[src/dlm_config.svh]
// widths for the DLM ECC slice, included by the package and every RTL module that sizes a port
`ifndef DLM_CONFIG_SVH
`define DLM_CONFIG_SVH

// ####################
// memory geometry
// ####################

// word address width, 2048 words
`define DLM_AW 11

// store word
`define DLM_DATA_W 32

// hamming bits plus one overall parity bit
`define DLM_CHK_W 7

// stored codeword, check field on top of data
`define DLM_CW_W (`DLM_DATA_W + `DLM_CHK_W)

// syndrome excludes the overall parity bit
`define DLM_SYN_W (`DLM_CHK_W - 1)

// ####################
// error log
// ####################

// corrected-error counter, saturates at all ones
`define DLM_ERR_CNT_W 8

`endif

[src/dlm_pkg.sv]
// codeword type and H-matrix column lookup shared by the DLM encoder, RAM and decoder
`include "dlm_config.svh"

package dlm_pkg;

	// one stored word, seen flat or as check/data fields
	typedef union packed {
		logic [`DLM_CW_W-1:0] raw;
		struct packed {
			logic [`DLM_CHK_W-1:0]  chk; // [6] overall parity, [5:0] hamming
			logic [`DLM_DATA_W-1:0] data;
		} f;
	} dlm_cw_u;

	// H-matrix column for raw bit k (k below the overall parity bit)
	// data bits take the non power of two positions 3,5,6,7,9..38
	function automatic logic [`DLM_SYN_W-1:0] col_code(input int k);
		logic [`DLM_SYN_W-1:0] code;
		int n;
		code = '0;
		n = 0;
		if (k >= `DLM_DATA_W) begin
			code[k - `DLM_DATA_W] = 1'b1; // check bit, one-hot column
		end else begin
			for (int p = 3; p < `DLM_CW_W; p++) begin
				if ((p & (p - 1)) != 0) begin
					if (n == k)
						code = p[`DLM_SYN_W-1:0];
					n++;
				end
			end
		end
		return code;
	endfunction

endpackage

[src/dlm_ecc_enc.sv]
// SECDED encoder for DLM stores, with a codeword bit-flip mask for ECC test mode
`timescale 1ns/1ps
`include "dlm_config.svh"

module dlm_ecc_enc import dlm_pkg::*; (
	input  logic [`DLM_DATA_W-1:0] wdata,
	input  logic [`DLM_CW_W-1:0]   inj_mask, // 1 = flip that codeword bit
	output dlm_cw_u                wr_cw
);

	logic [`DLM_SYN_W-1:0] ham;  // hamming check bits
	logic                  ovp;  // overall parity
	dlm_cw_u               cw;   // clean codeword

	// ####################
	// check bit generation
	// ####################

	// each data bit feeds the check bits set in its column
	always_comb begin
		ham = '0;
		for (int i = 0; i < `DLM_DATA_W; i++) begin
			ham ^= col_code(i) & {`DLM_SYN_W{wdata[i]}};
		end
	end

	// even parity over data and hamming bits together
	assign ovp = ^{wdata, ham};

	always_comb begin
		cw.f.data = wdata;
		cw.f.chk  = {ovp, ham};
	end

	// ####################
	// fault injection
	// ####################

	// zero mask in normal operation
	assign wr_cw.raw = cw.raw ^ inj_mask;

endmodule

[config.mk]
export PLATFORM = sky130hd
export DESIGN_NAME = dlm_ecc_enc
export DESIGN_NICKNAME = d
export VERILOG_FILES = /design/src/dlm_pkg.sv /design/src/dlm_ecc_enc.sv
export VERILOG_INCLUDE_DIRS = /design/src /design/src/src
export SDC_FILE = /design/constraint.sdc
export NUM_CORES = 1
export LEC_CHECK = 0
export BUFFER_PORTS_ARGS = -buffer_cell sky130_fd_sc_hd__buf_2
export CORE_MARGIN = 4
export CORE_UTILIZATION = 35
export DETAILED_ROUTE_END_ITERATION = 8
export PLACE_DENSITY = 0.84
export SYNTH_ARGS = -nofsm -noshare
export SYNTH_HDL_FRONTEND = slang
export SYNTH_SLANG_ARGS = --single-unit
[constraint.sdc]
create_clock -name vclk -period 3.27
set_input_delay 0.654 -clock vclk [all_inputs]
set_output_delay 0.654 -clock vclk [all_outputs]
set_load 0.05 [all_outputs]
==> results.tsv <==
metric	value	unit
vias in the first global route	1105	
Pre-Repair DR Iteration Count	4	
crit path max-delay cell type	xnor3_1	
met1 WL	995	um
drt wl/cell	11.0	um
pin count of the biggest net entering global routing	4	
Die Width	59.7	um
CP max stage delay	0.42	ns
CP Data Required Time	2.62	ns
Post-Synth XOR/XNOR Area	100	%
Synth Warn #	0	
CP Class	primary input to output port	
initial drt markers	6	
final core occ	67.3	%
Fin Setup TNS	0	ns
Hold Violations, Final	0	
CP Depth	8	
Max Fclk	312	MHz
Initial Util	37.2	%
post-layout minimum cycle time	3.21	ns
gr usage total	14.6	%
CORE AREA	2520	um^2
Worst Setup SP	wdata[19]	
status	finished clean	
Max Slew Vio Count	0	
fin area	1700	um^2
slew margin rel.	76.3	%
post-CTS setup buffers	0	
post-synthesis instance total	99	
Pleak	0.909	nW
sequential cell count	0	
Compound-Gate Fraction of Synth Area	0	%
die span in y	59.7	um
initial antenna violation count	0	
number of max-cap violations	0	
fin crit share	98.1	%
largest family of logic cells by synthesized area	XOR/XNOR gates	
IO Port Bufs	110	
post-synthesis simple-gate area fraction	0	%
Slew @ Worst Pin	0.353	ns
# IOs	110	
drt total wl	2.83	mm
Nets	300	
Setup Viol. Count Final	0	
clock buffer count in the final layout	0	
Final ANT Viol Nets	0	
met3 WL	264	um
PD cells	846	nW/um^2
pre-CTS setup slack	-0.0642	ns
global route total overflow	0	
Area growth syn-to-layout	81.0	%
Peak VDD IR	1.82	mV
Storage cell area	0	um^2
fraction of the yosys area taken by sequential cells	0	%
cell row count	18	
multiplexer share of the synthesized area	0	%
top sig layer	met4	
# DRC	0	
vias per inst	4.25	
gpl congestion	0.795	
Placed Area	1670	um^2
Syn Area/Cell	9.47	um^2
crit path launch type	primary input	
Worst Hold Class	primary input to output port	
Critical Path Sink Type	output port	
RSZ-0062 raised after global routing	true	
die area	3570	um^2
filler cell count	219	
worst-path fanout max	3	
Data arrival, critical path	2.56	ns
# diodes	0	
first-pass GRT wire length	4.22	mm
mapped cell area	937	um^2
adder-cell share of the synthesized area	0	%
Critical path buffers and inverters	2	
worst path cell trace	buf_2 > xnor2_1 > xnor2_1 > xor2_1 > xnor3_1 > xnor3_1 > xnor2_2 > buf_6	
Netlist cell types	4	
Worst Slack Setup Final	0.0607	ns
DP HPWL	2.72	mm
DR vias	1091	
Setup crit end	wr_cw[38]	
Mapped Nets	170	
fraction of layout cells with a size suffix above 1	58.6	%
routed wl met2	1.55	mm
Top delay family on crit path	XOR/XNOR gates	
-- cells in the mapped netlist, drive strengths merged --
master  instances  area share [%]
xor2           44              41
xnor2          50              47
xnor3           5              12
-- power by group --
part	internal (mW)	switching [mW]	leakage, nW
combinational	0.579	0.856	0.909
clock	0	0	0
sequential	0	0	0
-- cells in the final DEF (no fill, tap or decap) --
cell type | synthesis | layout
xor2_2 | 0 | 1
buf_4 | 0 | 18
xor2_1 | 44 | 43
buf_6 | 0 | 1
xnor3_2 | 1 | 1
xnor2_2 | 0 | 3
xnor2_1 | 50 | 47
xnor3_1 | 4 | 4
buf_2 | 0 | 109
-- worst min path at each step --
| stage | startpoint | to | depth (start not counted) |
|---|---|---|---|
| after CTS | inj_mask[5] | wr_cw[5] | 3 |
| after floorplan | inj_mask[0] | wr_cw[0] | 1 |
| final | inj_mask[5] | wr_cw[5] | 3 |
| after global placement | inj_mask[3] | wr_cw[3] | 3 |
| after detailed placement | inj_mask[5] | wr_cw[5] | 3 |
| after global routing | inj_mask[23] | wr_cw[23] | 3 |
-- what timing repair did --
item,CTS,global route
resized for setup,2,3
pin swaps,0,2
endpoints found under the setup margin,1,1
hold buffers,0,0
-- metal layers --
layer	up-vias	track usage, %
li1	558	-
met1	473	17.2
met2	58	29.3
met3	2	1.08
met4	0	0.633
met5	-	0
-- logic make-up after synthesis --
group,count (synthesis)
xor+xnor,99
-- area by class of cell --
| class | instances | area [um^2] | area share [%] |
|---|---|---|---|
| Multi-Input combinational cell | 99 | 967 | 57.0 |
| Tap cell | 30 | 37.5 | 2.21 |
| Timing Repair Buffer | 128 | 692 | 40.8 |
-- stage by stage --
stage / power [mW] / std cells / hold slack [ns]
2_1_floorplan: 1.02 / 99 / 1.58
3_3_place_gp: 1.36 / 257 / 1.64
3_5_place_dp: 1.37 / 257 / 1.64
4_1_cts: 1.45 / 257 / 1.64
5_1_grt: 1.50 / 257 / 1.65
6_report: 1.43 / 257 / 1.64
Note: power is estimated with default switching activity, not from simulation.
