<file path="src/dlm_config.svh">
// widths for the DLM ECC slice, included by the package and every RTL module that sizes a port
`ifndef DLM_CONFIG_SVH
`define DLM_CONFIG_SVH

// ####################
// memory geometry
// ####################

// word address width, 2048 words
`define DLM_AW 11

// store word
`define DLM_DATA_W 32

// hamming bits plus one overall parity bit
`define DLM_CHK_W 7

// stored codeword, check field on top of data
`define DLM_CW_W (`DLM_DATA_W + `DLM_CHK_W)

// syndrome excludes the overall parity bit
`define DLM_SYN_W (`DLM_CHK_W - 1)

// ####################
// error log
// ####################

// corrected-error counter, saturates at all ones
`define DLM_ERR_CNT_W 8

`endif

</file>
<file path="src/dlm_err_log.sv">
// DLM ECC error log: corrected-read count, first error address and sticky double-error flag
`timescale 1ns/1ps
`include "dlm_config.svh"

module dlm_err_log (
	input  logic                      clk,
	input  logic                      rst_n,
	input  logic                      rd_valid,
	input  logic                      sec_err,
	input  logic                      ded_err,
	input  logic [`DLM_AW-1:0]        rd_addr,
	input  logic                      err_clr,
	output logic [`DLM_ERR_CNT_W-1:0] err_cnt,
	output logic [`DLM_AW-1:0]        err_addr,
	output logic                      err_addr_valid,
	output logic                      ded_sticky
);

	logic any_err;

	assign any_err = rd_valid && (sec_err || ded_err);

	// ####################
	// log registers
	// ####################

	// clear wins over an event in the same cycle
	always_ff @(posedge clk or negedge rst_n) begin
		if (!rst_n) begin
			err_cnt        <= '0;
			err_addr       <= '0;
			err_addr_valid <= 1'b0;
			ded_sticky     <= 1'b0;
		end else if (err_clr) begin
			err_cnt        <= '0;
			err_addr       <= '0;
			err_addr_valid <= 1'b0;
			ded_sticky     <= 1'b0;
		end else begin
			if (rd_valid && sec_err && !(&err_cnt))
				err_cnt <= err_cnt + 1'b1; // saturate at all ones
			if (any_err && !err_addr_valid) begin
				err_addr       <= rd_addr; // first error only
				err_addr_valid <= 1'b1;
			end
			if (rd_valid && ded_err)
				ded_sticky <= 1'b1;
		end
	end

	// only err_clr may take a full counter back down
	a_cnt_sat: assert property (
		@(posedge clk) disable iff (!rst_n)
		(&err_cnt && !err_clr) |=> &err_cnt
	);

endmodule

</file>
<file path="config.mk">
export PLATFORM = sky130hd
export DESIGN_NAME = dlm_err_log
export DESIGN_NICKNAME = d
export VERILOG_FILES = /design/src/dlm_err_log.sv
export VERILOG_INCLUDE_DIRS = /design/src /design/src/src
export SDC_FILE = /design/constraint.sdc
export NUM_CORES = 1
export LEC_CHECK = 0
export BUFFER_PORTS_ARGS = -buffer_cell sky130_fd_sc_hd__buf_2
export CORE_UTILIZATION = 42
export DETAILED_ROUTE_END_ITERATION = 16
export GPL_TIMING_DRIVEN = 0
export MAX_ROUTING_LAYER = met4
export PLACE_DENSITY = 0.81
export RECOVER_POWER = 25
export SYNTH_ARGS = -nofsm -noshare
export SYNTH_HDL_FRONTEND = slang
export SYNTH_SLANG_ARGS = --single-unit
</file>
<file path="constraint.sdc">
create_clock -name clk -period 1.6 [get_ports clk]
set_clock_uncertainty 0.1 [all_clocks]
set_input_delay 0.32 -clock clk [delete_from_list [all_inputs] [get_ports clk]]
set_output_delay 0.32 -clock clk [all_outputs]
set_load 0.03 [all_outputs]
</file>
==> impl_metrics.env <==
export IMPL_cpPeakStageDelay_ns=0.44
export IMPL_grt_overflow_total=0
export IMPL_crit_type="flop to flop"
export IMPL_drtPass1Iterations=4
export IMPL_htree_levels=1
export IMPL_worstPathCellList="ha_2, nand3_4, o211ai_4, or3_1, a21oi_1"
export IMPL_die_y_um=49.8
export IMPL_grt_pass1_wl_mm=3.32
export IMPL_cp_data_arrival_time_ns=1.65
export IMPL_totalWireLength_mm=1.89
export IMPL_ys_types=22
export IMPL_outcome="complete, no violations"
export IMPL_power_leakage_nw=0.666
export IMPL_pin_count=38
export IMPL_worstHoldPathCells=2
export IMPL_worst_pin_slew_ns=0.524
export IMPL_drc=0
export IMPL_fin_crit_ns=1.53
export IMPL_fill_cells=183
export IMPL_core_area_mm2=0.00206
export IMPL_synth_seq_cells=21
export IMPL_whs_ns=0.123
export IMPL_post_drt_wl_per_cell_um=12.3
export IMPL_synth_area_leaders="dfrtp_1 55%, mux2i_1 15%, nor2_1 7.4%"
export IMPL_grt_max_degree=22
export IMPL_min_path_type="primary input to flop"
export IMPL_stdcell_area_mm2=0.00124
export IMPL_ir_drop_mv=0.623
export IMPL_drv_slew=0
export IMPL_drive_above_1_share_pct=39.4
export IMPL_ff2ff_setup_slack_ns=0.07
export IMPL_initial_core_util_pct=46.5
export IMPL_grt_pass1_vias=747
export IMPL_fp_dieW_um=49.8
export IMPL_hold_violations=0
export IMPL_io_buffers=37
export IMPL_cts_buffer_depth=2
export IMPL_cts_root_buf="clkbuf_4"
export IMPL_endpoint_kind="flop"
export IMPL_ant_nets=0
export IMPL_yosysTopAreaCell="dfrtp_1"
export IMPL_critical_path_buf_inv_count=0
export IMPL_netlist_area_um2=960
export IMPL_cap_violations=0
export IMPL_die_area_mm2=0.00248
export IMPL_antenna_found_initial=0
export IMPL_slowest_stage="dfrtp_2"
export IMPL_finalNetCount=146
export IMPL_crit_fanout=5
export IMPL_dp_hpwl_mm=1.42
export IMPL_place_area_mm2=0.00119
export IMPL_path_delay_family="flip-flops"
export IMPL_design_power_total_w=0.000987
export IMPL_cts_made_buffers=3
export IMPL_period_share_pct=95.4
export IMPL_worstReg2RegEnd="err_cnt[7]"
export IMPL_dr_first_iter_drc_count=8
export IMPL_vias=781
export IMPL_mappedNetlistNets=102
export IMPL_syn_to_final_growth_pct=29.1
export IMPL_whs_endpoint="err_cnt[5]"
export IMPL_yosys_warnings=0
export IMPL_synthCells=84
export IMPL_regToRegStartpoint="err_cnt[0]"
export IMPL_powerDensity_mw_per_mm2=796
export IMPL_clk_latency_ns=0.29
export IMPL_fmax_mhz=655
export IMPL_ys_seq_area_share_pct=54.8
export IMPL_via_per_inst=5.07
export IMPL_synth_area_per_cell_um2=11.4
export IMPL_gp_congestion=0.862
export IMPL_clock_sinks=21
export IMPL_cp_start_kind="flop"
export IMPL_ff2ff_path_depth=5
export IMPL_clkTransAtPathRegs_ns=0.11
export IMPL_yosysTopAreaCellShare_pct=54.8
export IMPL_crit_required_ns=1.72
export IMPL_finalSetupViolCount=0
export IMPL_fp_row_count=16
export IMPL_tns_ns=0
export IMPL_rsz0062_at_grt="false"
export IMPL_min_from="err_clr"
export IMPL_crit_cells=5
export IMPL_max_slew_margin_pct=65.0
export IMPL_cts_tree="built"
export IMPL_insertedDiodeCount=0
export IMPL_post_route_util_pct=60.1
export IMPL_track_usage_pct=18.1
-- per-stage QoR --
| stage | setup WS, ns | instances |
|---|---|---|
| global route | 0.0000632 | 154 |
| CTS | 0.0534 | 153 |
| global placement | 0.0663 | 148 |
| detailed placement | 0.00694 | 148 |
| finish | 0.0740 | 154 |
| floorplan | 0.0322 | 84 |
-- registers in the layout, summed over array words and instances (netlist names) --
register,flops
err_addr,11
ded_sticky,1
err_addr_valid,1
err_cnt,8
-- how the worst max path moves through the flow --
stage          startpoint  slack, ns    endpoint
4_1_cts        err_cnt[0]       0.05  err_cnt[7]
5_1_grt        err_cnt[0]    0.00006  err_cnt[5]
3_5_place_dp   err_cnt[0]      0.007  err_cnt[7]
6_report       err_cnt[0]       0.07  err_cnt[7]
3_3_place_gp   err_cnt[0]       0.07  err_cnt[7]
2_1_floorplan  err_cnt[0]       0.03  err_cnt[7]
-- cell usage in the layout (no fill, tap or decap) --
cell,synthesis,routed
a21oi_1,4,4
and2_4,1,1
and3_1,1,1
and3_4,1,1
buf_2,0,35
buf_4,1,2
clkbuf_1,2,4
clkbuf_2,0,1
clkbuf_4,0,3
dfrtp_1,21,19
dfrtp_2,0,2
dlygate4sd3_1,0,1
ha_2,0,1
inv_1,1,1
mux2i_1,14,14
nand2_1,1,1
nand2b_1,1,1
nand3_4,0,1
nand4_1,2,2
nand4_4,1,1
nor2_1,19,19
o211ai_1,1,1
o211ai_4,1,1
o21ai_0,4,4
o21ai_2,1,1
or3_1,2,2
xor2_1,3,3
-- cell usage after synthesis (all sizes together) --
| master | n |
|---|---|
| nor2 | 19 |
| nand3 | 1 |
| o211ai | 2 |
| mux2i | 14 |
| nand2b | 1 |
| dfrtp | 21 |
| nand4 | 3 |
| o21ai | 5 |
| a21oi | 4 |
| xor2 | 3 |
| ha | 1 |
| clkbuf | 2 |
| nand2 | 1 |
| buf | 1 |
| and3 | 2 |
| or3 | 2 |
| inv | 1 |
| and2 | 1 |
-- worst reg2reg max path, delay by kind of cell (launching register included) --
family                   cells  cell delay [ns]
AO/OA/AOI/OAI                2             0.24
adder cells (fa/ha/maj)      1             0.23
flip-flops                   1             0.44
AND/OR/NAND/NOR              2             0.44
-- cells by family after synthesis --
kind of cell	count (synthesis)	share of synthesized area [%]
compound gates	11	8.08
xor+xnor	3	2.74
fa+ha+maj	1	1.30
buf+inv	4	1.96
flops	21	54.8
mux	14	14.6
simple gates	30	16.6
-- per-layer routing --
layer	track usage (%)	up-vias	wire (um)
met3	3.70	0	109
met4	4.29	0	0
met2	27.5	34	909
li1	-	381	-
met1	25.0	366	872
met5	-	-	0
-- power by group --
part / leakage, nW / internal (W) / switching (W)
clock network: 0.0150 / 0.0000968 / 0.000150
registers: 0.283 / 0.000553 / 0.0000137
logic: 0.369 / 0.0000641 / 0.000109
-- what timing repair did --
action                                  4_1_cts  5_1_grt
hold endpoints to repair                     21        0
pin swaps                                     0        0
hold buffers                                  1        0
setup buffers                                 0        1
resized for setup                             2        0
endpoints found under the setup margin        2        2
-- cell type report --
cell class	count	area [um2]	share of cell area, %
inverters	1	3.75	0.303
well taps	27	33.8	2.73
plain buffers	3	15.0	1.21
clock buffers	4	26.3	2.12
multi-input cells	59	430	34.7
flip-flops and latches	21	528	42.6
repair buffers	39	201	16.3
Power figures use the tool's default switching activity.
