$ cat config.mk
export PLATFORM = sky130hd
export DESIGN_NAME = dlm_ecc_dec
export DESIGN_NICKNAME = d
export VERILOG_FILES = /design/src/dlm_pkg.sv /design/src/dlm_ecc_dec.sv
export VERILOG_INCLUDE_DIRS = /design/src /design/src/src
export SDC_FILE = /design/constraint.sdc
export NUM_CORES = 1
export LEC_CHECK = 0
export BUFFER_PORTS_ARGS = -buffer_cell sky130_fd_sc_hd__buf_2
export CORE_MARGIN = 5
export CORE_UTILIZATION = 50
export DETAILED_ROUTE_END_ITERATION = 16
export GPL_TIMING_DRIVEN = 0
export PLACE_DENSITY_LB_ADDON = 0.05
export SYNTH_ARGS = -nofsm -noshare
export SYNTH_HDL_FRONTEND = slang
export SYNTH_SLANG_ARGS = --single-unit
export TNS_END_PERCENT = 100
$ cat constraint.sdc
create_clock -name vclk -period 3.28
set_clock_uncertainty 0.05 [all_clocks]
set_input_delay 0.164 -clock vclk [all_inputs]
set_output_delay 0.164 -clock vclk [all_outputs]
set_load 0.1 [all_outputs]
$ cat src/dlm_config.svh
// widths for the DLM ECC slice, included by the package and every RTL module that sizes a port
`ifndef DLM_CONFIG_SVH
`define DLM_CONFIG_SVH

// ####################
// memory geometry
// ####################

// word address width, 2048 words
`define DLM_AW 11

// store word
`define DLM_DATA_W 32

// hamming bits plus one overall parity bit
`define DLM_CHK_W 7

// stored codeword, check field on top of data
`define DLM_CW_W (`DLM_DATA_W + `DLM_CHK_W)

// syndrome excludes the overall parity bit
`define DLM_SYN_W (`DLM_CHK_W - 1)

// ####################
// error log
// ####################

// corrected-error counter, saturates at all ones
`define DLM_ERR_CNT_W 8

`endif

$ cat src/dlm_pkg.sv
// codeword type and H-matrix column lookup shared by the DLM encoder, RAM and decoder
`include "dlm_config.svh"

package dlm_pkg;

	// one stored word, seen flat or as check/data fields
	typedef union packed {
		logic [`DLM_CW_W-1:0] raw;
		struct packed {
			logic [`DLM_CHK_W-1:0]  chk; // [6] overall parity, [5:0] hamming
			logic [`DLM_DATA_W-1:0] data;
		} f;
	} dlm_cw_u;

	// H-matrix column for raw bit k (k below the overall parity bit)
	// data bits take the non power of two positions 3,5,6,7,9..38
	function automatic logic [`DLM_SYN_W-1:0] col_code(input int k);
		logic [`DLM_SYN_W-1:0] code;
		int n;
		code = '0;
		n = 0;
		if (k >= `DLM_DATA_W) begin
			code[k - `DLM_DATA_W] = 1'b1; // check bit, one-hot column
		end else begin
			for (int p = 3; p < `DLM_CW_W; p++) begin
				if ((p & (p - 1)) != 0) begin
					if (n == k)
						code = p[`DLM_SYN_W-1:0];
					n++;
				end
			end
		end
		return code;
	endfunction

endpackage

$ cat src/dlm_ecc_dec.sv
// SECDED decoder on the DLM read path, corrects one flipped bit and flags two
`timescale 1ns/1ps
`include "dlm_config.svh"

module dlm_ecc_dec import dlm_pkg::*; (
	input  dlm_cw_u                rd_cw,
	output logic [`DLM_DATA_W-1:0] rdata,
	output logic                   sec_err,
	output logic                   ded_err
);

	logic [`DLM_SYN_W-1:0] syn;  // points at the flipped bit
	logic                  par;  // odd = odd number of flips
	logic                  hit;  // syndrome matches a real column
	dlm_cw_u               fix;  // corrected codeword

	// ####################
	// syndrome
	// ####################

	always_comb begin
		syn = '0;
		for (int k = 0; k < `DLM_CW_W - 1; k++) begin
			syn ^= col_code(k) & {`DLM_SYN_W{rd_cw.raw[k]}};
		end
		par = ^rd_cw.raw; // includes the overall parity bit
	end

	// ####################
	// correction
	// ####################

	// flip back only on a single error; a double passes through untouched
	always_comb begin
		fix = rd_cw;
		hit = 1'b0;
		for (int k = 0; k < `DLM_CW_W - 1; k++) begin
			if (syn == col_code(k)) begin
				hit = 1'b1;
				if (par)
					fix.raw[k] = ~rd_cw.raw[k];
			end
		end
	end

	assign rdata = fix.f.data;

	// ####################
	// error flags
	// ####################

	// syndrome 0 with odd parity: the overall parity bit itself flipped
	// syndrome beyond position 38 with odd parity cannot be a single error
	always_comb begin
		sec_err = par && ((syn == '0) || hit);
		ded_err = (syn != '0) && !(par && hit);
		a_flags_excl: assert (!(sec_err && ded_err))
			else $error("dlm_ecc_dec: sec_err and ded_err both set");
	end

endmodule

==> run_results.csv <==
group,metric,value,unit
route,ant_nets,0,
logic_synthesis,syn_area,0.001546,sq mm
timing,period_needed,3.238,ns
worst_hold_path,holdCritStartpoint,"rd_cw[3]",
logic_synthesis,synthCells,156,
cells_and_area,n_antenna_cell,0,
global_route,antenna_found_initial,0,
route,drt_iter0_markers,55,
logic_synthesis,synthSimpleGateAreaFrac,23.14,%
timing,rsz0062_at_grt,"yes",
logic_synthesis,syn_avg_cell_area,9.913,sq um
placement,io_buffer_count,73,
placement,hpwl,3827,um
timing,hold_viol,0,
critical_path,path_buf_inv,4,
critical_path,cp-start-kind,"input port",
timing,worst_slew_pin_slew,0.8398,ns
worst_hold_path,min-delay-path-class,"in -> out",
cells_and_area,drive_above_1_share,59.66,%
power,ir_worst_vdd,1.374,mV
floorplan,pin_count,73,
route,wl_per_cell,18.91,um
cells_and_area,final_cell_mix,"42 x buf_2, 27 x xnor2_1, 15 x nand2_1",
floorplan,die_w,65.62,um
power,p_leak,1.193,nW
floorplan,coreArea,0.003003,sq mm
cells_and_area,area_growth,68.29,%
route,drc,0,
logic_synthesis,synth_top_family_by_area,"XOR/XNOR gates",
power,p_seq_share,0,%
critical_path,slowest_stage,"xnor3_2",
critical_path,cp_max_fo,10,
logic_synthesis,yosys_warnings,0,
global_route,grt_pass1_vias,1501,
status,outcome,"finished, final reports clean",
cells_and_area,fin_area,0.002603,sq mm
critical_path,crit_arrival,3.02,ns
cells_and_area,post-route-util,86.67,%
route,drt-total-wl,5029,um
logic_synthesis,synth_compound_area_share,0.8900,%
clock_network,cts_hold_buf,0,
floorplan,start_util,51.50,%
timing,finalMaxSlewViolations,0,
logic_synthesis,seq_area_frac_synth,0,%
power,switching_share,66.19,%
placement,place_inst,262,
logic_synthesis,synth_xor_area_share,71.60,%
critical_path,path_class,"in -> out",
timing,slew_headroom,43.61,%
worst_hold_path,hold_path_end,"rdata[3]",
critical_path,cp-end-kind,"primary output",
timing,clock.fmax,308.8,MHz
global_route,grt_max_degree,11,
global_route,grt_overflow,0,
cells_and_area,fillers,161,
power,power.internal,0.8495,mW
logic_synthesis,synth-adder-area-share,0,%
flow_run,drv_cap,0,
cells_and_area,layout.nets,274,
power,p_comb_share,100.0,%
timing,period_share,98.73,%
power,p_sw,1.663,mW
power,power.share.clock,0,%
power,power_density,965.4,mW/mm^2
cells_and_area,layout_commonest_cell,"buf_2",
cells_and_area,seq_area,0,sq um
floorplan,die_h,65.62,um
cells_and_area,finalNonFillerCells,266,
logic_synthesis,synth_cell_type_count,30,
route,num_vias,1443,
logic_synthesis,synthMuxAreaShare,3.074,%
route,vias_per_cell,5.425,
critical_path,worstPathRequired,3.07,ns
placement,postPlaceCellArea,0.002351,sq mm
placement,place_congestion,0.9363,
critical_path,slowest_delay,0.53,ns
critical_path,critPathTopFamily,"XOR/XNOR gates",
critical_path,path_cells,"buf_2, xnor3_1, xor2_1, xnor3_2, xnor2_4, mux2i_4, buf_12, buf_6, nand3b_1, xnor2_4, buf_6",
global_route,gr-usage-all-layers,22.34,%
timing,setup_viol,0,
cells_and_area,clockBufferCount,0,
logic_synthesis,syn-num-nets,195,
floorplan,core.rowCount,20,
global_route,grt_first_pass_wirelength,7445,um
cells_and_area,nFlopsAndLatches,0,
floorplan,die-area,0.004305,sq mm
route,drt_first_pass_iters,4,
worst_hold_path,whs_path_depth,3,
[power groups by stage]
stage          clock [mW]  sequential, mW  combinational [mW]
2_1_floorplan           0               0                1.80
3_3_place_gp            0               0                2.16
3_5_place_dp            0               0                2.17
4_1_cts                 0               0                2.35
5_1_grt                 0               0                2.61
6_report                0               0                2.51
[metrics by stage]
step	worst slack (ns)	hold WS, ns	power [mW]	setup TNS (ns)
after global routing	-0.09020	0.7051	2.607	-0.3133
after detailed placement	-0.5109	0.7381	2.171	-7.809
after floorplan	-0.1364	0.4841	1.799	-0.1364
final	0.04170	0.6887	2.513	0
after global placement	-0.5311	0.7326	2.161	-7.105
after CTS	0.0006992	0.6948	2.349	0
[metal layers]
layer  wire (um)  track usage, %
met3         274           1.026
met2        2765           43.36
met5           0               0
met4          48           2.591
met1        1940           27.84
[worst min-delay path, delay by kind of cell]
family,cells,cell delay (ns)
buffers and inverters,2,0.33
XOR/XNOR,1,0.08
[cell usage after synthesis (2+ instances only)]
master    instances  share of area, %
xnor2_1          47                27
xor2_1           20                11
nand2_1          17               4.1
xnor3_1          15                22
nor3_2            9               5.8
nor3_1            8               2.6
nand2b_1          4               1.6
nor3b_2           4               3.2
nand3_1           3              0.97
and2_1            2              0.81
nand3b_1          2              0.97
nand4_1           2              0.81
nor2_1            2              0.49
or3_1             2              0.81
xnor2_4           2               3.6
xnor3_2           2               3.1
xor3_1            2               3.1
[cell type report]
type               count  area (sq um)  area share, %
plain buffers          3         21.27         0.8173
inverters              1         3.754         0.1442
multi-input cells    152          1999          76.83
well taps             33         41.29          1.587
repair buffers        77         536.8          20.62
[cell families (layout without fill, tap and decap cells)]
| group | Yosys count | in the layout |
|---|---|---|
| xor+xnor | 90 | 90 |
| simple gates | 57 | 57 |
| buf+inv | 4 | 81 |
| mux | 3 | 3 |
| compound gates | 2 | 2 |
[what timing repair did]
action | 4_1_cts | 5_1_grt
setup buffers | 3 | 1
resized for setup | 29 | 37
pin swaps | 2 | 0
endpoints found under the setup margin | 25 | 32
[worst max path at each step]
stage	start	end	slack (ns)	depth (start not counted)
global route	rd_cw[0]	rdata[31]	-0.09	11
global placement	rd_cw[15]	rdata[4]	-0.53	9
finish	rd_cw[0]	rdata[31]	0.04	11
floorplan	rd_cw[5]	rdata[30]	-0.14	8
CTS	rd_cw[0]	rdata[13]	0.0007	10
detailed placement	rd_cw[5]	rdata[27]	-0.51	9
No activity file was read; power rests on OpenSTA's default activity.
